==> src/verilog/id_pkg.sv <==
package id_pkg;

    ////////////////////////////////////////
    // instruction classes
    ////////////////////////////////////////

    typedef enum logic [2:0] {
        OP_ALU     = 3'd0,
        OP_ALUI    = 3'd1,
        OP_LOAD    = 3'd2,
        OP_STORE   = 3'd3,
        OP_BRANCH  = 3'd4,
        OP_JUMP    = 3'd5,
        OP_INVALID = 3'd6
    } op_e;

    // class field position in the instruction word
    localparam int CLS_MSB = 31;
    localparam int CLS_LSB = 29;

    // class field values, 6 and 7 are unused
    localparam logic [2:0] CLS_ALU    = 3'd0;
    localparam logic [2:0] CLS_ALUI   = 3'd1;
    localparam logic [2:0] CLS_LOAD   = 3'd2;
    localparam logic [2:0] CLS_STORE  = 3'd3;
    localparam logic [2:0] CLS_BRANCH = 3'd4;
    localparam logic [2:0] CLS_JUMP   = 3'd5;

    ////////////////////////////////////////
    // exception codes
    ////////////////////////////////////////

    localparam logic [7:0] ECODE_NONE = 8'h00;
    localparam logic [7:0] ECODE_INE  = 8'h0d; // instruction not exist

    // predicted branch type, bits 33:32 of brtype_pcpre
    localparam logic [1:0] BRTYPE_NONE = 2'b00;

    ////////////////////////////////////////
    // instruction buffer
    ////////////////////////////////////////

    localparam int INST_BUF_DEPTH = 16; // entries per bank

endpackage

==> src/verilog/id_slot_if.sv <==
`timescale 1ns/100ps

interface id_slot_if;

    logic              valid;
    logic [31:0]       pc;
    logic [31:0]       ir;
    logic [33:0]       brtype_pcpre; // type in 33:32, predicted pc below
    logic [7:0]        ecode;
    id_pkg::op_e       op;

    // producing stage
    modport src (
        output valid, pc, ir, brtype_pcpre, ecode, op
    );

    // consuming stage
    modport snk (
        input valid, pc, ir, brtype_pcpre, ecode, op
    );

endinterface

==> src/verilog/id2_decode.sv <==
`timescale 1ns/100ps

module id2_decode (
    input  logic        clk,
    input  logic        rstn,
    input  logic        i_flush_br,
    input  logic        i_stall_issue,

    id_slot_if.snk      i_s1,
    id_slot_if.snk      i_s2,

    output logic [31:0] o_pc1,
    output logic [31:0] o_ir1,
    output logic [7:0]  o_ecode_1,
    output id_pkg::op_e o_op1,
    output logic [4:0]  o_rd1,
    output logic [4:0]  o_rj1,
    output logic [4:0]  o_rk1,
    output logic        o_mispredict_1,

    output logic [31:0] o_pc2,
    output logic [31:0] o_ir2,
    output logic [7:0]  o_ecode_2,
    output id_pkg::op_e o_op2,
    output logic [4:0]  o_rd2,
    output logic [4:0]  o_rj2,
    output logic [4:0]  o_rk2,
    output logic        o_mispredict_2,

    output logic [1:0]  o_is_valid,
    output logic        o_id_status
);

    // branch target check against the fetch prediction
    function automatic logic mispredict(input logic [31:0] pc, input logic [31:0] ir,
                                        input logic [33:0] bp, input id_pkg::op_e op);
        logic [31:0] target;
        target = pc + {{14{ir[25]}}, ir[25:10], 2'b00};
        if (op == id_pkg::OP_BRANCH || op == id_pkg::OP_JUMP) begin
            return target != bp[31:0];
        end
        return bp[33:32] != id_pkg::BRTYPE_NONE; // predicted taken on a non-branch
    endfunction

    ////////////////////////////////////////
    // control, held under stall
    ////////////////////////////////////////

    always_ff @(posedge clk) begin
        if (!rstn || i_flush_br) begin
            o_is_valid     <= 2'b00;
            o_mispredict_1 <= 1'b0;
            o_mispredict_2 <= 1'b0;
        end else if (!i_stall_issue) begin
            o_is_valid     <= {i_s1.valid, i_s2.valid};
            o_mispredict_1 <= i_s1.valid &&
                              mispredict(i_s1.pc, i_s1.ir, i_s1.brtype_pcpre, i_s1.op);
            o_mispredict_2 <= i_s2.valid &&
                              mispredict(i_s2.pc, i_s2.ir, i_s2.brtype_pcpre, i_s2.op);
        end
    end

    always_ff @(posedge clk) begin
        if (!i_stall_issue) begin
            o_pc1     <= i_s1.pc;
            o_ir1     <= i_s1.ir;
            o_ecode_1 <= i_s1.ecode;
            o_op1     <= i_s1.op;
            o_pc2     <= i_s2.pc;
            o_ir2     <= i_s2.ir;
            o_ecode_2 <= i_s2.ecode;
            o_op2     <= i_s2.op;
        end
    end

    // register fields straight from the held word
    assign o_rd1 = o_ir1[4:0];
    assign o_rj1 = o_ir1[9:5];
    assign o_rk1 = o_ir1[14:10];
    assign o_rd2 = o_ir2[4:0];
    assign o_rj2 = o_ir2[9:5];
    assign o_rk2 = o_ir2[14:10];

    assign o_id_status = |o_is_valid;

endmodule

==> src/flat_wrapper.sv <==
// flat-port wrapper written by rule: the top's interface ports become plain ports
module id2_decode_flat 
  (clk, rstn, i_flush_br, i_stall_issue, o_pc1, o_ir1, o_ecode_1, o_op1, o_rd1, o_rj1, o_rk1, o_mispredict_1, o_pc2, o_ir2, o_ecode_2, o_op2, o_rd2, o_rj2, o_rk2, o_mispredict_2, o_is_valid, o_id_status, i_s1_valid, i_s1_pc, i_s1_ir, i_s1_brtype_pcpre, i_s1_ecode, i_s1_op, i_s2_valid, i_s2_pc, i_s2_ir, i_s2_brtype_pcpre, i_s2_ecode, i_s2_op);
  id_slot_if i_s1_i ();
  id_slot_if i_s2_i ();
  input  logic clk;
  input  logic rstn;
  input  logic i_flush_br;
  input  logic i_stall_issue;
  output logic [31:0] o_pc1;
  output logic [31:0] o_ir1;
  output logic [7:0] o_ecode_1;
  output id_pkg::op_e o_op1;
  output logic [4:0] o_rd1;
  output logic [4:0] o_rj1;
  output logic [4:0] o_rk1;
  output logic o_mispredict_1;
  output logic [31:0] o_pc2;
  output logic [31:0] o_ir2;
  output logic [7:0] o_ecode_2;
  output id_pkg::op_e o_op2;
  output logic [4:0] o_rd2;
  output logic [4:0] o_rj2;
  output logic [4:0] o_rk2;
  output logic o_mispredict_2;
  output logic [1:0] o_is_valid;
  output logic o_id_status;
  input wire logic [$bits(i_s1_i.valid)-1:0] i_s1_valid;
  input wire logic [$bits(i_s1_i.pc)-1:0] i_s1_pc;
  input wire logic [$bits(i_s1_i.ir)-1:0] i_s1_ir;
  input wire logic [$bits(i_s1_i.brtype_pcpre)-1:0] i_s1_brtype_pcpre;
  input wire logic [$bits(i_s1_i.ecode)-1:0] i_s1_ecode;
  input wire logic [$bits(i_s1_i.op)-1:0] i_s1_op;
  input wire logic [$bits(i_s2_i.valid)-1:0] i_s2_valid;
  input wire logic [$bits(i_s2_i.pc)-1:0] i_s2_pc;
  input wire logic [$bits(i_s2_i.ir)-1:0] i_s2_ir;
  input wire logic [$bits(i_s2_i.brtype_pcpre)-1:0] i_s2_brtype_pcpre;
  input wire logic [$bits(i_s2_i.ecode)-1:0] i_s2_ecode;
  input wire logic [$bits(i_s2_i.op)-1:0] i_s2_op;
  assign i_s1_i.valid = i_s1_valid;
  assign i_s1_i.pc = i_s1_pc;
  assign i_s1_i.ir = i_s1_ir;
  assign i_s1_i.brtype_pcpre = i_s1_brtype_pcpre;
  assign i_s1_i.ecode = i_s1_ecode;
  assign i_s1_i.op = i_s1_op;
  assign i_s2_i.valid = i_s2_valid;
  assign i_s2_i.pc = i_s2_pc;
  assign i_s2_i.ir = i_s2_ir;
  assign i_s2_i.brtype_pcpre = i_s2_brtype_pcpre;
  assign i_s2_i.ecode = i_s2_ecode;
  assign i_s2_i.op = i_s2_op;
  id2_decode u_core (.clk(clk), .rstn(rstn), .i_flush_br(i_flush_br), .i_stall_issue(i_stall_issue), .i_s1(i_s1_i), .i_s2(i_s2_i), .o_pc1(o_pc1), .o_ir1(o_ir1), .o_ecode_1(o_ecode_1), .o_op1(o_op1), .o_rd1(o_rd1), .o_rj1(o_rj1), .o_rk1(o_rk1), .o_mispredict_1(o_mispredict_1), .o_pc2(o_pc2), .o_ir2(o_ir2), .o_ecode_2(o_ecode_2), .o_op2(o_op2), .o_rd2(o_rd2), .o_rj2(o_rj2), .o_rk2(o_rk2), .o_mispredict_2(o_mispredict_2), .o_is_valid(o_is_valid), .o_id_status(o_id_status));
endmodule
==> config.mk <==
export PLATFORM = sky130hd
export DESIGN_NAME = id2_decode_flat
export DESIGN_NICKNAME = d
export VERILOG_FILES = /design/src/verilog/id_pkg.sv /design/src/verilog/id_slot_if.sv /design/src/verilog/id2_decode.sv /design/src/flat_wrapper.sv
export SDC_FILE = /design/constraint.sdc
export NUM_CORES = 1
export LEC_CHECK = 0
export BUFFER_PORTS_ARGS = -buffer_cell sky130_fd_sc_hd__buf_4
export CORE_AREA = 2 2 161 163
export DETAILED_ROUTE_END_ITERATION = 6
export DIE_AREA = 0 0 163 165
export GPL_TIMING_DRIVEN = 0
export PLACE_DENSITY = 0.63
export SYNTH_ARGS = -nofsm -noshare
export SYNTH_HDL_FRONTEND = slang
export SYNTH_SLANG_ARGS = --single-unit
export TNS_END_PERCENT = 100
==> constraint.sdc <==
create_clock -name clk -period 5.63 [get_ports clk]
set_input_delay 0.563 -clock clk [delete_from_list [all_inputs] [get_ports clk]]
set_output_delay 0.563 -clock clk [all_outputs]
set_load 0.02 [all_outputs]
==> results.py, run 1 <==
metrics = {
    "status": {
        "run_status": "complete, no violations",
    },
    "clock_network": {
        "clk_latency_ps": 430,
        "postCtsSetupBuffers": 0,
        "cts-resized-gates": 0,
        "cts_tree": "done",
        "cts_buffers": 17,
        "cts_max_level": 4,
        "cts.clk_slew.worst_paths_ps": 80,
        "clockRootBuffer": "clkbuf_16",
        "cts_buffer_depth": 2,
        "postCtsHoldBufs": 0,
        "clock-sinks": 154,
    },
    "logic_synthesis": {
        "synthCells": 832,
        "ys_seq_area_share_pct": 49.3,
        "synth_most_common_cell": "edfxtp_1",
        "synthesis.nets": 1116,
        "synth_area_per_cell_um2": 11.2,
        "ys_warn_count": 0,
        "synth_area_leader_cell": "edfxtp_1",
        "synth_top_flop_cell": "edfxtp_1",
        "synth_cell_types": 80,
        "synth_area_leaders": "edfxtp_1 48%, ha_1 7.8%, xnor2_1 5.6%",
        "syn_area_um2": 9310,
        "async_flop_share_pct": 0,
        "synthTopCellsByCount": "150 x edfxtp_1, 61 x a21oi_1, 60 x nand2_1, 60 x xnor2_1, 58 x ha_1",
        "ys_seq_elements": 154,
        "synth.top_cell.area_share_pct": 48.4,
        "synth_edf_count": 150,
    },
    "sta": {
        "hold_violations": 0,
        "worst_pin_slew_ps": 667,
        "post-route-period-util_pct": 68.8,
        "fin_crit_ps": 3870,
        "setup_viol": 0,
        "slew_violations": 0,
        "grt_setup_unrepaired": "no",
        "fin_setup_tns_ps": 0,
        "max_freq_mhz": 258,
        "fin_skew_ps": 0,
        "relSlewSlack_pct": 55.0,
    },
    "floorplan": {
        "start_util_pct": 37.2,
        "dieArea_um2": 26900,
        "die_w_um": 163,
        "die_h_um": 165,
        "rows": 58,
        "pin_count": 409,
        "core_region_area_um2": 25000,
    },
    "setup_path": {
        "endpoint_kind": "flip-flop",
        "required_ps": 5950,
        "cp.arrival_ps": 4200,
        "cp-startpoint": "i_s1_ir[10]",
        "worstSetupPathType": "input port to flip-flop",
        "critPathLaunchType": "input port",
        "critPathMaxFanout": 6,
        "rr_startpoint": "u_core.o_mispredict_1",
    },
    "hold_path": {
        "hold_class": "input port to flip-flop",
        "hold_start": "i_s2_ecode[2]",
    },
    "place": {
        "placed_cell_area_um2": 12800,
        "gp_congestion": 0.895,
        "dp_hpwl_um": 26300,
        "port_buffers": 408,
    },
    "route": {
        "viasPerCell": 5.24,
        "drt_first_pass_iters": 5,
        "drt-initial-drc-count": 638,
        "wl_per_cell_um": 20.2,
        "ant_nets": 0,
        "wl_um": 32400,
        "vias": 8400,
        "drc": 0,
    },
    "cells_and_area": {
        "fill_cells": 2319,
        "layout.nets": 1544,
        "final_cell_area_um2": 13400,
        "diodes": 0,
        "utilization_pct": 53.7,
        "area_growth_pct": 44.4,
        "layout-drive-gt1-share_pct": 39.8,
    },
    "global_route": {
        "antenna_found_initial": 0,
        "track_usage_pct": 22.8,
        "grt.overflow.total": 0,
        "grt_pass1_wl_um": 46000,
        "grt_start_max_net_pins": 96,
        "grt_pass1_vias": 7984,
    },
    "job": {
        "maxCapViolations": 0,
    },
    "power": {
        "cellPowerDensity_nw_per_um2": 276,
        "vdd_drop_max_mv": 0.156,
        "p_leak_nw": 5.70,
        "finalPower_mw": 3.71,
    },
}
logic make-up (layout without fill, tap and decap cells):
group,Yosys count,count (layout),share of synthesized area [%]
simple gates,223,223,12.2
xor+xnor,86,86,8.26
buf+inv,65,506,3.98
compound gates,236,236,17.2
flops,154,154,49.3
mux,8,8,0.861
fa+ha+maj,60,60,8.23
power breakdown:
group          switching, mW  internal (mW)
logic                  0.622          0.490
clock network          0.599          0.608
registers             0.0308           1.36
total                   1.25           2.45
critical path, cell delays in order:
cell and delay, ps:
buf_4 120, ha_1 250, fa_1 430, a21o_1 230, a221oi_2 570, nor3_1 150
o21ai_1 400, nand2_1 150, a21o_2 240, a2111o_1 360, nor4_2 210, nand4_1 190
o31a_1 320
layout make-up:
type	count	area, um^2	share of cell area, %
inverter	11	46.3	0.345
multi-input combinational	613	4350	32.4
tap	330	413	3.07
clock inverter	15	198	1.47
sequential	154	4580	34.1
clock buffer	17	425	3.17
timing repair buffer	409	3090	23.0
buffer	54	329	2.45
through the flow:
stage | cells | setup WS (ps) | hold WS [ps]
final | 1603 | 1760 | 295
after global routing | 1603 | 1680 | 278
after CTS | 1603 | 1890 | 281
after detailed placement | 1571 | 1450 | 509
after global placement | 1570 | -983 | 505
after floorplan | 832 | 1130 | 537
registers in the layout, indices dropped and copies added (netlist names):
name and cells:
u_core.o_ir2 32, u_core.o_ecode_1 8, u_core.o_mispredict_2 1, u_core.o_mispredict_1 1
u_core.o_pc2 32, u_core.o_ecode_2 8, u_core.o_op2 3, u_core.o_is_valid 2
u_core.o_pc1 32, u_core.o_ir1 32, u_core.o_op1 3
final timing paths:
path	slack, ps	depth (start not counted)	end
setup / recovery	1760	13	u_core.o_mispredict_1
hold / removal	290	1	u_core.o_ecode_2[2]
setup reg to reg	2860	10	u_core.o_mispredict_1
hold reg to reg	550	2	u_core.o_is_valid[0]
cells in the final DEF (no fill, tap or decap), drive strengths merged, types with 3 or more instances in the layout:
cell type and n:
buf 443, edfxtp 150, a21oi 63, xnor2 60, nand2 60, ha 58, nor2 49, o21ai 48
clkbuf 37, a21o 30, nor3 26, xor2 26, nand4 19, inv 16, nand3 14, a211oi 10
o21a 10, nor4 10, a31oi 9, o211ai 9, clkinv 9, mux2i 8, nor3b 7, nor2b 7
and3 7, or3 7, o21bai 6, o2111ai 5, a311oi 5, a211o 4, o22ai 4, or2 4
dfxtp 4, a2111oi 4, o31ai 3, nand4b 3, a221oi 3
routing by layer:
metal | up-vias | global-route usage, % | wire length (um) | part of all wire [%]
met5 | - | 0 | 0 | 0
met4 | 0 | 5.67 | 512 | 1.6
met3 | 39 | 4.62 | 2120 | 6.5
met2 | 355 | 41.2 | 16600 | 51
met1 | 3982 | 27.9 | 13100 | 40
li1 | 4024 | - | - | -
Note: power is estimated with default switching activity, not from simulation.
==> inputs of run 2 (changes only) <==
clock period = 3.77 ns   (was 5.63 ns; I/O delays follow)
==> run 2 against run 1 <==
  * Non-clock buffer count rose by 3
  * Global-route usage increased by 0.72 points
  * First-iteration DRC count up 5.5%
  * Setup slack got worse by 1500 ps
  * Utilization increased by 0.24 points
  * Sequential power up 49%
  * Wire length grew 2.4%
  * Final area is 0.45% higher
  * Critical path depth unchanged
  * Final cell count is 0.37% higher
  * Via count shrank 0.94%
  * Critical path type unchanged
  * Largest power group unchanged
==> results.py, run 2 (synthesis gave the netlist of run 1 again) <==
metrics = {
    "route": {
        "wl_met1_um": 13300,
        "wl_um": 33100,
        "drt_first_pass_iters": 5,
        "ant_nets": 0,
        "vias": 8321,
        "drc": 0,
        "routed-wl-met2_um": 17000,
        "drt-initial-drc-count": 673,
        "wl_per_cell_um": 20.6,
        "viasPerCell": 5.17,
        "highest_layer": "met4",
        "wl_met3_um": 2180,
    },
    "sta": {
        "fin_skew_ps": 0,
        "worst_pin_slew_ps": 697,
        "fin_ws_ps": 300,
        "fin_crit_ps": 3470,
        "grt_setup_unrepaired": "no",
        "setup_viol": 0,
        "slew_violations": 0,
        "max_freq_mhz": 288,
        "hold_violations": 0,
        "relSlewSlack_pct": 53.0,
        "fin_hold_ws_ps": 115,
        "post-route-period-util_pct": 92.1,
    },
    "clock_network": {
        "cts_max_level": 4,
        "cts_buffer_depth": 2,
        "clockRootBuffer": "clkbuf_16",
        "clock-sinks": 154,
        "cts_tree": "done",
        "postCtsHoldBufs": 0,
        "cts_buffers": 17,
        "cts.clk_slew.worst_paths_ps": 80,
        "clk_latency_ps": 430,
    },
    "power": {
        "finalPower_mw": 5.54,
        "clkPwrFrac_pct": 32.4,
        "cellPowerDensity_nw_per_um2": 411,
        "p_sw_mw": 1.87,
        "swShare_pct": 33.7,
        "vdd_drop_max_mv": 0.292,
        "power.share.sequential_pct": 37.4,
        "p_comb_share_pct": 30.2,
        "p_leak_nw": 5.72,
        "p_int_mw": 3.68,
    },
    "floorplan": {
        "rows": 58,
        "die_h_um": 165,
        "core_region_area_um2": 25000,
        "start_util_pct": 37.2,
        "dieArea_um2": 26900,
        "die_w_um": 163,
        "pin_count": 409,
    },
    "setup_path": {
        "critPathLaunchType": "input port",
        "critPathMaxFanout": 8,
        "required_ps": 4070,
        "cp.arrival_ps": 3770,
        "endpoint_kind": "flip-flop",
        "worstSetupPathType": "input port to flip-flop",
        "reg2regPathDepth": 10,
    },
    "place": {
        "dp_hpwl_um": 27300,
        "place_worst_setup_slack_ps": -194,
        "gp_congestion": 0.884,
        "port_buffers": 408,
        "placed_cell_area_um2": 12900,
    },
    "cells_and_area": {
        "layout_common_cells": "439 x buf_4, 150 x edfxtp_1, 61 x a21oi_1",
        "final_cell_area_um2": 13500,
        "layout.nets": 1547,
        "layout-drive-gt1-share_pct": 40.0,
        "area_growth_pct": 45.0,
        "mostFrequentLayoutCell": "buf_4",
    },
    "global_route": {
        "grt_start_max_net_pins": 43,
        "grt_pass1_vias": 7990,
        "track_usage_pct": 23.5,
        "grt_pass1_wl_um": 47100,
        "grt.overflow.total": 0,
        "antenna_found_initial": 3,
    },
    "hold_path": {
        "hold_class": "input port to flip-flop",
        "min_path_cells": 1,
    },
    "job": {
        "maxCapViolations": 0,
    },
    "status": {
        "run_status": "complete, no violations",
    },
}
-- run 2: cell count changes in the layout (fill, tap and decap cells not counted), sizes merged --
cell and change:
clkinv -4, buf +3, diode +3, inv +3, clkinvlp +1
-- run 2: worst paths after layout --
check / start / end / slack (ps)
max: i_s2_ir[10] / u_core.o_mispredict_2 / 300
min: i_s2_ir[9] / u_core.o_ir2[9] / 110
max reg2reg: u_core.o_mispredict_1 / u_core.o_mispredict_1 / 1180
min reg2reg: u_core.o_is_valid[0] / u_core.o_is_valid[0] / 490
-- run 2: area by class of cell --
cell class	instances	area [um^2]
Timing Repair Buffer	412	3140
Antenna cell	3	7.51
Tap cell	330	413
Multi-Input combinational cell	613	4360
Clock inverter	15	188
Fill cell	2302	11500
Buffer	54	329
Sequential cell	154	4580
Clock buffer	17	425
Inverter	11	45.0
-- run 2: power by group through the flow --
| stage | clock [mW] | sequential [mW] | combinational, mW |
|---|---|---|---|
| after floorplan | 0 | 2.28 | 0.793 |
| after global placement | 0 | 2.12 | 1.64 |
| after detailed placement | 0 | 2.11 | 1.66 |
| after CTS | 1.83 | 2.07 | 1.67 |
| after global routing | 1.90 | 2.08 | 1.81 |
| final | 1.80 | 2.07 | 1.68 |
-- run 2: worst max-delay path, cell delays in order --
cell and delay (ps):
buf_4 130, ha_1 230, fa_1 430, a21o_1 230
a221oi_2 530, o22a_1 310, nor3_1 70, a31oi_1 350
a311oi_1 190, xnor2_1 170, a211o_1 260, nor4_1 350
a31oi_1 130
-- run 2: metrics by stage --
stage	util, %	TNS [ps]	std cells
after floorplan	-	0	832
after global placement	51.1	-72600	1570
after detailed placement	51.4	-245	1574
after CTS	53.8	0	1606
after global routing	53.9	0	1608
final	53.9	0	1609
-- run 2: timing repair --
item                       in CTS  in global routing
setup buffers                   0                  0
resized for setup               0                  1
hold endpoints to repair        0                  0
setup endpoints to repair       0                  1
-- run 2: metal layers --
metal / track usage [%] / vias to the layer above
li1: - / 4031
met4: 7.72 / 0
met1: 28.9 / 3920
met3: 5.17 / 46
met5: 0 / -
met2: 41.1 / 324
