### src/verilog/id_pkg.sv
package id_pkg;

    ////////////////////////////////////////
    // instruction classes
    ////////////////////////////////////////

    typedef enum logic [2:0] {
        OP_ALU     = 3'd0,
        OP_ALUI    = 3'd1,
        OP_LOAD    = 3'd2,
        OP_STORE   = 3'd3,
        OP_BRANCH  = 3'd4,
        OP_JUMP    = 3'd5,
        OP_INVALID = 3'd6
    } op_e;

    // class field position in the instruction word
    localparam int CLS_MSB = 31;
    localparam int CLS_LSB = 29;

    // class field values, 6 and 7 are unused
    localparam logic [2:0] CLS_ALU    = 3'd0;
    localparam logic [2:0] CLS_ALUI   = 3'd1;
    localparam logic [2:0] CLS_LOAD   = 3'd2;
    localparam logic [2:0] CLS_STORE  = 3'd3;
    localparam logic [2:0] CLS_BRANCH = 3'd4;
    localparam logic [2:0] CLS_JUMP   = 3'd5;

    ////////////////////////////////////////
    // exception codes
    ////////////////////////////////////////

    localparam logic [7:0] ECODE_NONE = 8'h00;
    localparam logic [7:0] ECODE_INE  = 8'h0d; // instruction not exist

    // predicted branch type, bits 33:32 of brtype_pcpre
    localparam logic [1:0] BRTYPE_NONE = 2'b00;

    ////////////////////////////////////////
    // instruction buffer
    ////////////////////////////////////////

    localparam int INST_BUF_DEPTH = 16; // entries per bank

endpackage

### src/verilog/id_slot_if.sv
`timescale 1ns/100ps

interface id_slot_if;

    logic              valid;
    logic [31:0]       pc;
    logic [31:0]       ir;
    logic [33:0]       brtype_pcpre; // type in 33:32, predicted pc below
    logic [7:0]        ecode;
    id_pkg::op_e       op;

    // producing stage
    modport src (
        output valid, pc, ir, brtype_pcpre, ecode, op
    );

    // consuming stage
    modport snk (
        input valid, pc, ir, brtype_pcpre, ecode, op
    );

endinterface

### src/verilog/id1_predecode.sv
`timescale 1ns/100ps

module id1_predecode (
    input  logic        clk,
    input  logic        rstn,

    input  logic [31:0] i_pc1,
    input  logic [31:0] i_ir1,
    input  logic [33:0] i_brtype_pcpre_1,
    input  logic [7:0]  i_ecode_1,

    input  logic [31:0] i_pc2,
    input  logic [31:0] i_ir2,
    input  logic [33:0] i_brtype_pcpre_2,
    input  logic [7:0]  i_ecode_2,

    input  logic [1:0]  i_is_valid, // bit 1 is slot 1
    input  logic        i_flush_br,

    id_slot_if.src      o_s1,
    id_slot_if.src      o_s2
);

    // class field to opcode
    function automatic id_pkg::op_e classify(input logic [31:0] ir);
        case (ir[id_pkg::CLS_MSB:id_pkg::CLS_LSB])
            id_pkg::CLS_ALU:    return id_pkg::OP_ALU;
            id_pkg::CLS_ALUI:   return id_pkg::OP_ALUI;
            id_pkg::CLS_LOAD:   return id_pkg::OP_LOAD;
            id_pkg::CLS_STORE:  return id_pkg::OP_STORE;
            id_pkg::CLS_BRANCH: return id_pkg::OP_BRANCH;
            id_pkg::CLS_JUMP:   return id_pkg::OP_JUMP;
            default:            return id_pkg::OP_INVALID;
        endcase
    endfunction

    // an earlier fault from fetch wins over INE
    function automatic logic [7:0] merge_ecode(input id_pkg::op_e op, input logic [7:0] ecode);
        if (op == id_pkg::OP_INVALID && ecode == id_pkg::ECODE_NONE) begin
            return id_pkg::ECODE_INE;
        end
        return ecode;
    endfunction

    id_pkg::op_e op1_d;
    id_pkg::op_e op2_d;

    assign op1_d = classify(i_ir1);
    assign op2_d = classify(i_ir2);

    ////////////////////////////////////////
    // valid bits
    ////////////////////////////////////////

    always_ff @(posedge clk) begin
        if (!rstn || i_flush_br) begin
            o_s1.valid <= 1'b0;
            o_s2.valid <= 1'b0;
        end else begin
            o_s1.valid <= i_is_valid[1];
            o_s2.valid <= i_is_valid[0];
        end
    end

    // payload, follows valid
    always_ff @(posedge clk) begin
        o_s1.pc           <= i_pc1;
        o_s1.ir           <= i_ir1;
        o_s1.brtype_pcpre <= i_brtype_pcpre_1;
        o_s1.op           <= op1_d;
        o_s1.ecode        <= merge_ecode(op1_d, i_ecode_1);

        o_s2.pc           <= i_pc2;
        o_s2.ir           <= i_ir2;
        o_s2.brtype_pcpre <= i_brtype_pcpre_2;
        o_s2.op           <= op2_d;
        o_s2.ecode        <= merge_ecode(op2_d, i_ecode_2);
    end

endmodule

### src/flat_wrapper.sv
// flat-port wrapper written by rule: the top's interface ports become plain ports
module id1_predecode_flat 
  (clk, rstn, i_pc1, i_ir1, i_brtype_pcpre_1, i_ecode_1, i_pc2, i_ir2, i_brtype_pcpre_2, i_ecode_2, i_is_valid, i_flush_br, o_s1_valid, o_s1_pc, o_s1_ir, o_s1_brtype_pcpre, o_s1_ecode, o_s1_op, o_s2_valid, o_s2_pc, o_s2_ir, o_s2_brtype_pcpre, o_s2_ecode, o_s2_op);
  id_slot_if o_s1_i ();
  id_slot_if o_s2_i ();
  input  logic clk;
  input  logic rstn;
  input  logic [31:0] i_pc1;
  input  logic [31:0] i_ir1;
  input  logic [33:0] i_brtype_pcpre_1;
  input  logic [7:0] i_ecode_1;
  input  logic [31:0] i_pc2;
  input  logic [31:0] i_ir2;
  input  logic [33:0] i_brtype_pcpre_2;
  input  logic [7:0] i_ecode_2;
  input  logic [1:0] i_is_valid;
  input  logic i_flush_br;
  output wire logic [$bits(o_s1_i.valid)-1:0] o_s1_valid;
  output wire logic [$bits(o_s1_i.pc)-1:0] o_s1_pc;
  output wire logic [$bits(o_s1_i.ir)-1:0] o_s1_ir;
  output wire logic [$bits(o_s1_i.brtype_pcpre)-1:0] o_s1_brtype_pcpre;
  output wire logic [$bits(o_s1_i.ecode)-1:0] o_s1_ecode;
  output wire logic [$bits(o_s1_i.op)-1:0] o_s1_op;
  output wire logic [$bits(o_s2_i.valid)-1:0] o_s2_valid;
  output wire logic [$bits(o_s2_i.pc)-1:0] o_s2_pc;
  output wire logic [$bits(o_s2_i.ir)-1:0] o_s2_ir;
  output wire logic [$bits(o_s2_i.brtype_pcpre)-1:0] o_s2_brtype_pcpre;
  output wire logic [$bits(o_s2_i.ecode)-1:0] o_s2_ecode;
  output wire logic [$bits(o_s2_i.op)-1:0] o_s2_op;
  assign o_s1_valid = o_s1_i.valid;
  assign o_s1_pc = o_s1_i.pc;
  assign o_s1_ir = o_s1_i.ir;
  assign o_s1_brtype_pcpre = o_s1_i.brtype_pcpre;
  assign o_s1_ecode = o_s1_i.ecode;
  assign o_s1_op = o_s1_i.op;
  assign o_s2_valid = o_s2_i.valid;
  assign o_s2_pc = o_s2_i.pc;
  assign o_s2_ir = o_s2_i.ir;
  assign o_s2_brtype_pcpre = o_s2_i.brtype_pcpre;
  assign o_s2_ecode = o_s2_i.ecode;
  assign o_s2_op = o_s2_i.op;
  id1_predecode u_core (.clk(clk), .rstn(rstn), .i_pc1(i_pc1), .i_ir1(i_ir1), .i_brtype_pcpre_1(i_brtype_pcpre_1), .i_ecode_1(i_ecode_1), .i_pc2(i_pc2), .i_ir2(i_ir2), .i_brtype_pcpre_2(i_brtype_pcpre_2), .i_ecode_2(i_ecode_2), .i_is_valid(i_is_valid), .i_flush_br(i_flush_br), .o_s1(o_s1_i), .o_s2(o_s2_i));
endmodule
### config.mk
export PLATFORM = sky130hd
export DESIGN_NAME = id1_predecode_flat
export DESIGN_NICKNAME = d
export VERILOG_FILES = /design/src/verilog/id_pkg.sv /design/src/verilog/id_slot_if.sv /design/src/verilog/id1_predecode.sv /design/src/flat_wrapper.sv
export SDC_FILE = /design/constraint.sdc
export NUM_CORES = 1
export LEC_CHECK = 0
export ABC_AREA = 1
export BUFFER_PORTS_ARGS = -buffer_cell sky130_fd_sc_hd__buf_4
export CORE_AREA = 2 2 170 172
export CTS_CLUSTER_DIAMETER = 30
export DETAILED_ROUTE_END_ITERATION = 12
export DIE_AREA = 0 0 172 174
export PLACE_DENSITY = 0.42
export SLEW_MARGIN = 20
export SYNTH_ARGS = -nofsm -noshare
export SYNTH_HDL_FRONTEND = slang
export SYNTH_SLANG_ARGS = --single-unit
### constraint.sdc
create_clock -name clk -period 0.8 [get_ports clk]
set_clock_uncertainty 0.05 [all_clocks]
set_input_delay 0.12 -clock clk [delete_from_list [all_inputs] [get_ports clk]]
set_output_delay 0.12 -clock clk [all_outputs]
set_load 0.02 [all_outputs]
==> key figures, run 1 <==
Clock network
  – TritonCTS buffer count: 52
  – Root Buffer Master: clkbuf_16
  – Largest buffer count on any clock path: 3
  – Clock sinks: 220
  – CTS tree: yes
  – Post-CTS setup buffer count: 0
  – H-tree depth: 2
  – CTS clock-pin slew for the worst setup and hold paths: 50 ps

Placed design
  – Area after DPL: 0.00833 mm^2
  – Routability-driven placement congestion ratio: 0.748
  – Port-buffer cells: 436

STA
  – Final WS setup: -370 ps
  – Worst-Margin Slew: 168 ps
  – Final period util: 146%
  – Final Setup Violations: 220
  – Max-slew headroom: 88.8%
  – Final Slew Violations: 0
  – Final hold vios: 0
  – Final hold slack: 177 ps
  – RSZ-0062 raised after global routing: yes
  – Max Fclk: 855 MHz
  – Min Tclk post-route: 1170 ps
  – Setup TNS: -73530 ps

Synthesis
  – Synth area leaders: dfxtp_1 (95%), clkbuf_1 (1.1%), o21bai_1 (0.98%)
  – Asr flop ratio synth: 0%
  – Post-synthesis mux area share: 0%
  – Synth area leader: dfxtp_1
  – Post-synth top flop: dfxtp_1
  – Simple-gate share of the synthesized area: 2.11%
  – EDFF count, synth: 0
  – Synthesis Warnings: 0
  – FF+latch count, synth: 220
  – Register area share after synthesis: 95.4%
  – Top-count cell post-synth: dfxtp_1
  – Post-synthesis xor/xnor area fraction: 0%
  – Post-synth cell types: 10
  – Most instantiated cells after synthesis: dfxtp_1 (220), clkbuf_1 (14), nor2_1 (6), o21bai_1 (6)
  – Synthesized area: 0.00462 mm^2
  – Syn_area_per_cell: 17.6 um^2
  – Area share of the largest cell type after synthesis: 95.4%
  – Main combinational cell family by area after synthesis: simple AND/OR/NAND/NOR gates
  – Synth Instances: 263
  – Compound-cell area share of the yosys netlist: 0.975%
  – Syn nets: 480
  – Post-synthesis adder-cell area fraction: 0%

Pwr
  – Net Switching: 8200 uW
  – Power per Cell Area: 2820 mW/mm^2
  – Sequential power share: 31.6%
  – Sw frac: 21.6%
  – Leak pwr: 0.00612 uW
  – Clock power share: 58.1%
  – Peak VDD IR: 2.23 mV
  – Int Pwr: 29800 uW
  – Combinational power share: 10.3%

Global routing
  – Global-route usage over all layers: 13.0%
  – GR Overflow Total: 0
  – Vias in the first global route: 5381
  – Pin count of the biggest net entering global routing: 15
  – Initial antenna violation count: 0
  – First-pass GRT wire length: 29200 um

Detailed routing
  – Via density per instance: 3.38
  – Final antenna-violating net count: 0
  – Final wirelength: 20200 um
  – Vias: 4666
  – Pre-Repair DR Iteration Count: 4
  – Wire per inst: 14.7 um
  – Initial DRC count: 67
  – DRC: 0

Layout
  – Final instance area: 0.0135 mm^2
  – Area grow syn2layout: 192%
  – Layout cells sized above 1: 75.9%
  – Filler cells: 2447
  – Core Util, Final: 47.7%
  – # nets final: 1173
  – Antenna cells: 0

Floorplanning
  – Die width: 172 um
  – FP Rows: 62
  – Die area: 0.0299 mm^2
  – Initial Util: 16.4%
  – Placeable Area: 0.0282 mm^2
  – # IOs: 437
  – Die height: 174 um

Worst setup path
  – Crit. End Element: primary output
  – CP startpoint kind: flop
  – Critical-path top delay cell: dfxtp_2
  – Crit path to: o_s2_ecode[7]
  – Crit path from: u_core.o_s2.ecode[7]
  – Max Fanout on Critical Path: 1
  – Required time of the critical path: 630 ps
  – Crit-path cells: buf_6
  – CP Depth: 1
  – Delay of the slowest cell on the worst path: 350 ps
  – Worst path arrival time: 1000 ps
  – Crit path max-delay family: flip-flops
  – CP Class: reg -> out
  – WP buf/inv: 1

Min path
  – Hold depth: 2
  – Hold Path Class: in -> reg

Status
  – Run status: finished with violations
  – Failing checks: negative setup slack

Run
  – Max Cap Viol: 0
cell type report:
| type | instances | area (um^2) | area share (%) |
|---|---|---|---|
| Tap cell | 384 | 480 | 3.57 |
| Multi-Input combinational cell | 24 | 145 | 1.08 |
| Clock inverter | 30 | 437 | 3.24 |
| Inverter | 5 | 18.8 | 0.139 |
| Clock buffer | 65 | 1440 | 10.7 |
| Timing Repair Buffer | 653 | 6270 | 46.5 |
| Sequential cell | 220 | 4680 | 34.7 |
cell usage in the layout, fill, tap and decap left out:
| cell | n |
|---|---|
| o21bai_1 | 6 |
| buf_6 | 220 |
| inv_2 | 2 |
| bufinv_16 | 9 |
| nand3_2 | 2 |
| clkinvlp_4 | 2 |
| clkbuf_8 | 9 |
| dfxtp_2 | 220 |
| clkinv_2 | 9 |
| inv_1 | 3 |
| clkbuf_1 | 4 |
| dlygate4sd3_1 | 216 |
| inv_16 | 1 |
| nor3b_1 | 2 |
| nand2_1 | 4 |
| clkinv_4 | 6 |
| nor2_2 | 5 |
| clkinv_8 | 1 |
| nor2_1 | 5 |
| inv_6 | 2 |
| buf_4 | 217 |
| clkbuf_16 | 52 |
kinds of logic (layout without fill, tap and decap cells):
logic type | after synthesis | after routing
AO/OA/AOI/OAI | 6 | 6
flip-flops | 220 | 220
AND/OR/NAND/NOR | 18 | 18
buffers and inverters | 19 | 753
stage by stage:
stage,instances,total power (uW),setup WS (ps)
after global placement,1070,14600,77.7
after global routing,1381,39300,-412
final,1381,38000,-370
after detailed placement,1070,14600,70.5
after floorplan,263,12800,235
after CTS,1381,38300,-397
state kept, by name (all words and copies together), names as in the netlist, 3 cells and up:
register and cells:
u_core.o_s1.ir 32, u_core.o_s2.ir 32, u_core.o_s1.brtype_pcpre 34, u_core.o_s2.op 3, u_core.o_s1.ecode 8, u_core.o_s1.pc 32, u_core.o_s2.pc 32, u_core.o_s2.brtype_pcpre 34
u_core.o_s2.ecode 8, u_core.o_s1.op 3
layer usage:
metal	part of all wire (%)	vias to the layer above	GRT usage [%]
li1	-	2214	-
met1	34	2174	12.3
met2	54	223	24.1
met3	8.2	55	5.15
met4	3.6	0	6.23
met5	0	-	0
what timing repair did:
action,in CTS,in global routing
hold buffers,216,0
setup endpoints to repair,220,222
cloned,0,0
pin swaps,0,3
endpoints found under the hold margin,220,0
gates resized for setup,439,2
power groups by stage:
stage | Clock [uW] | Sequential [uW] | Combinational, uW
2_1_floorplan | 0 | 12700 | 63.0
3_3_place_gp | 0 | 11900 | 2650
3_5_place_dp | 0 | 12000 | 2650
4_1_cts | 22400 | 12000 | 3900
5_1_grt | 23200 | 12000 | 4080
6_report | 22100 | 12000 | 3910
worst min path at each step:
stage | start | endpoint | slack [ps]
floorplan | i_brtype_pcpre_1[0] | u_core.o_s1.brtype_pcpre[0] | 100
global placement | i_ir2[13] | u_core.o_s2.ir[13] | 170
detailed placement | i_brtype_pcpre_1[0] | u_core.o_s1.brtype_pcpre[0] | 180
CTS | i_brtype_pcpre_2[1] | u_core.o_s2.brtype_pcpre[1] | 150
global route | i_brtype_pcpre_2[7] | u_core.o_s2.brtype_pcpre[7] | 150
finish | i_brtype_pcpre_1[1] | u_core.o_s1.brtype_pcpre[1] | 180
Note: power is estimated with default switching activity, not from simulation.
==> run 2, diff against run 1 <==
--- a/config.mk
+++ b/config.mk
@@ -5,13 +5,13 @@
 export SDC_FILE = /design/constraint.sdc
 export NUM_CORES = 1
 export LEC_CHECK = 0
-export ABC_AREA = 1
 export BUFFER_PORTS_ARGS = -buffer_cell sky130_fd_sc_hd__buf_4
-export CORE_AREA = 2 2 170 172
+export CORE_AREA = 2 2 168 170
+export CTS_BUF_LIST = sky130_fd_sc_hd__clkbuf_4
 export CTS_CLUSTER_DIAMETER = 30
 export DETAILED_ROUTE_END_ITERATION = 12
-export DIE_AREA = 0 0 172 174
-export PLACE_DENSITY = 0.42
+export DIE_AREA = 0 0 170 172
+export PLACE_DENSITY = 0.43
 export SLEW_MARGIN = 20
 export SYNTH_ARGS = -nofsm -noshare
 export SYNTH_HDL_FRONTEND = slang
==> run 2 against run 1 <==
Effect of this change: the flow still finishes with violations (negative setup slack); worst setup slack worse by 120 ps; clock power is 51% lower; count of clock-buffer cells in the layout is 28 higher; power is 29% lower; wire length is 0.59% higher; sequential share of layout area is 2.7 points higher; critical path depth stayed put; global-route usage is 0.067 points higher; maximum frequency is 9.5% lower; design area is 7.0% lower; non-clock buffer count is 6 higher; first-iteration DRC count stayed put.
==> key figures, run 2 <==
Placed design
  – Port-buffer cells: 436 (unchanged)
  – Area after DPL: 0.00836 mm^2 (+0.41%)
  – DP Wirelength: 13400 um
  – Routability-driven placement congestion ratio: 0.741 (-0.96%)

Detailed routing
  – DRC: 0 (unchanged)
  – Via density per instance: 3.51 (+4.0%)
  – Pre-Repair DR Iteration Count: 3 (-1)
  – Initial DRC count: 67 (unchanged)
  – Wire per inst: 15.0 um (+2.5%)
  – Final wirelength: 20400 um (+0.59%)
  – Vias: 4760 (+2.0%)
  – Final antenna-violating net count: 0 (unchanged)

STA
  – Final WS setup: -492 ps (-123 ps)
  – Worst-Margin Slew: 178 ps (+10.2 ps)
  – Max Fclk: 774 MHz (-9.5%)
  – Min Tclk post-route: 1290 ps (+123 ps)
  – Final period util: 162% (+15 points)
  – Final hold slack: 87.4 ps (-89.9 ps)
  – Final Slew Violations: 0 (unchanged)
  – Final Setup Violations: 226 (+2.7%)
  – RSZ-0062 raised after global routing: yes
  – Final hold vios: 0 (unchanged)
  – Max-slew headroom: 88.0% (-0.76 points)

Floorplanning
  – Placeable Area: 0.0275 mm^2 (-2.7%)
  – # IOs: 437 (unchanged)
  – FP Rows: 61 (-1.6%)
  – Initial Util: 16.9% (+0.58 points)
  – Die area: 0.0292 mm^2 (-2.3%)
  – Die width: 170 um (-1.2%)
  – Die height: 172 um (-1.1%)

Worst setup path
  – WP buf/inv: 1 (unchanged)
  – Required time of the critical path: 630 ps (about the same)
  – CP startpoint kind: flop
  – Crit path max-delay family: flip-flops
  – Delay of the slowest cell on the worst path: 380 ps (+30 ps)
  – CP Class: reg -> out
  – Worst path arrival time: 1120 ps (+120 ps)
  – Crit-path cells: buf_6
  – Critical-path top delay cell: dfxtp_4
  – Crit. End Element: primary output
  – Max Fanout on Critical Path: 1 (unchanged)

Run
  – Max Cap Viol: 0 (unchanged)

Synthesis
  – Top-count cell post-synth: dfxtp_1
  – Most instantiated cells after synthesis: dfxtp_1 (220), clkbuf_1 (14), inv_1 (6), o31ai_2 (6), or4_4 (4)
  – Syn_area_per_cell: 18.2 um^2 (+3.5%)
  – Synth Instances: 256 (-2.7%)
  – Synth area leader: dfxtp_1
  – Synth area leaders: dfxtp_1 (95%), o31ai_2 (1.6%), clkbuf_1 (1.1%)
  – Register area share after synthesis: 94.6% (-0.74 points)
  – Synthesis Warnings: 0 (unchanged)
  – EDFF count, synth: 0 (unchanged)
  – Synthesized area: 0.00465 mm^2 (+0.79%)
  – Asr flop ratio synth: 0% (unchanged)
  – FF+latch count, synth: 220 (unchanged)
  – Post-synth cell types: 8 (-2)
  – Syn nets: 473 (-1.5%)
  – Area share of the largest cell type after synthesis: 94.6% (-0.74 points)
  – Post-synth top flop: dfxtp_1

Layout
  – Filler cells: 2471 (+0.98%)
  – Layout cells sized above 1: 76.9% (+0.93 points)
  – Area grow syn2layout: 169%
  – # nets final: 1186 (+1.1%)
  – Commonest non-fill, non-tap cells in the layout: buf_4 (223), buf_6 (220), dfxtp_2 (218), dlygate4sd3_1 (216), clkbuf_4 (93)
  – Biggest regs: u_core.o_s1.brtype_pcpre (34), u_core.o_s2.brtype_pcpre (34)
  – Final instance area: 0.0125 mm^2 (-7.0%)
  – Commonest non-fill, non-tap cell in the layout: buf_4

Status
  – Run status: finished with violations
  – Failing checks: negative setup slack

Clock network
  – CTS tree: yes
  – Clock sinks: 220 (unchanged)
  – Largest buffer count on any clock path: 3 (unchanged)
  – Root Buffer Master: clkbuf_4
  – TritonCTS buffer count: 66 (+27%)
  – H-tree depth: 3 (+1)
  – CTS clock-pin slew for the worst setup and hold paths: 70 ps (+20 ps)

Min path
  – Hold Path Class: in -> reg

Pwr
  – Overall power: 26800 uW (-29%)
  – Leak pwr: 0.00574 uW (-6.2%)
  – Peak VDD IR: 1.12 mV (-50%)
  – Power per Cell Area: 2140 mW/mm^2 (-24%)

Global routing
  – First-pass GRT wire length: 28700 um (-2.0%)
  – Initial antenna violation count: 2 (+2)
  – Vias in the first global route: 5306 (-1.4%)
  – Pin count of the biggest net entering global routing: 10 (-5)
  – GR Overflow Total: 0 (unchanged)
  – Global-route usage over all layers: 13.1% (+0.067 points)
-- run 2: power by group --
| group | internal [uW] | leakage (uW) | switching (uW) |
|---|---|---|---|
| sequential | 11700 | 0.00186 | 308 |
| combinational | 2470 | 0.00339 | 1470 |
| clock | 6260 | 0.000489 | 4630 |
| total | 20400 | 0.00574 | 6410 |
-- run 2: per-stage QoR --
step	util [%]	std cells	worst slack, ps	setup TNS (ps)
finish	45.6	1355	-492	-93450
global route	45.6	1354	-594	-114770
CTS	45.4	1354	-557	-110630
detailed placement	30.4	1031	-322	-1790
global placement	30.4	1031	-287	-1660
floorplan	-	256	-143	-817
-- run 2: what timing repair did --
item	CTS	global route
hold endpoints to repair	220	12
resized for setup	436	13
setup endpoints to repair	220	227
pin swaps	0	8
buffers inserted	0	0
hold buffers	217	10
-- run 2: worst paths after layout --
kind,from,endpoint,slack (ps),cells after the start
worst max-delay path,u_core.o_s2.brtype_pcpre[15],o_s2_brtype_pcpre[15],-490,1
worst min-delay path,i_brtype_pcpre_2[28],u_core.o_s2.brtype_pcpre[28],90,2
-- run 2: layout make-up --
type	count	area [um^2]	area share, %
Antenna cell	2	5.00	0.0400
Clock buffer	93	698	5.57
Clock inverter	13	134	1.07
Inverter	6	22.5	0.180
Multi-Input combinational cell	16	234	1.87
Sequential cell	220	4680	37.4
Tap cell	346	433	3.46
Timing Repair Buffer	659	6310	50.4
-- run 2: cell families (layout without fill, tap and decap cells) --
family                 Yosys count  count (layout)  synth area share [%]
DFF                            220             220                  94.6
AOI/OAI and AO/OA                8               8                  1.94
other                            0               2                     0
buffers and inverters           20             771                  1.61
and+or+nand+nor                  8               8                  1.83
-- run 2: metal layers --
layer  track usage (%)  up-vias  share of wire, %
li1                  -     2260                 -
met1              12.4     2213                34
met2              24.5      244                55
met3              5.61       43               8.9
met4              5.76        0               2.1
met5                 0        -                 0
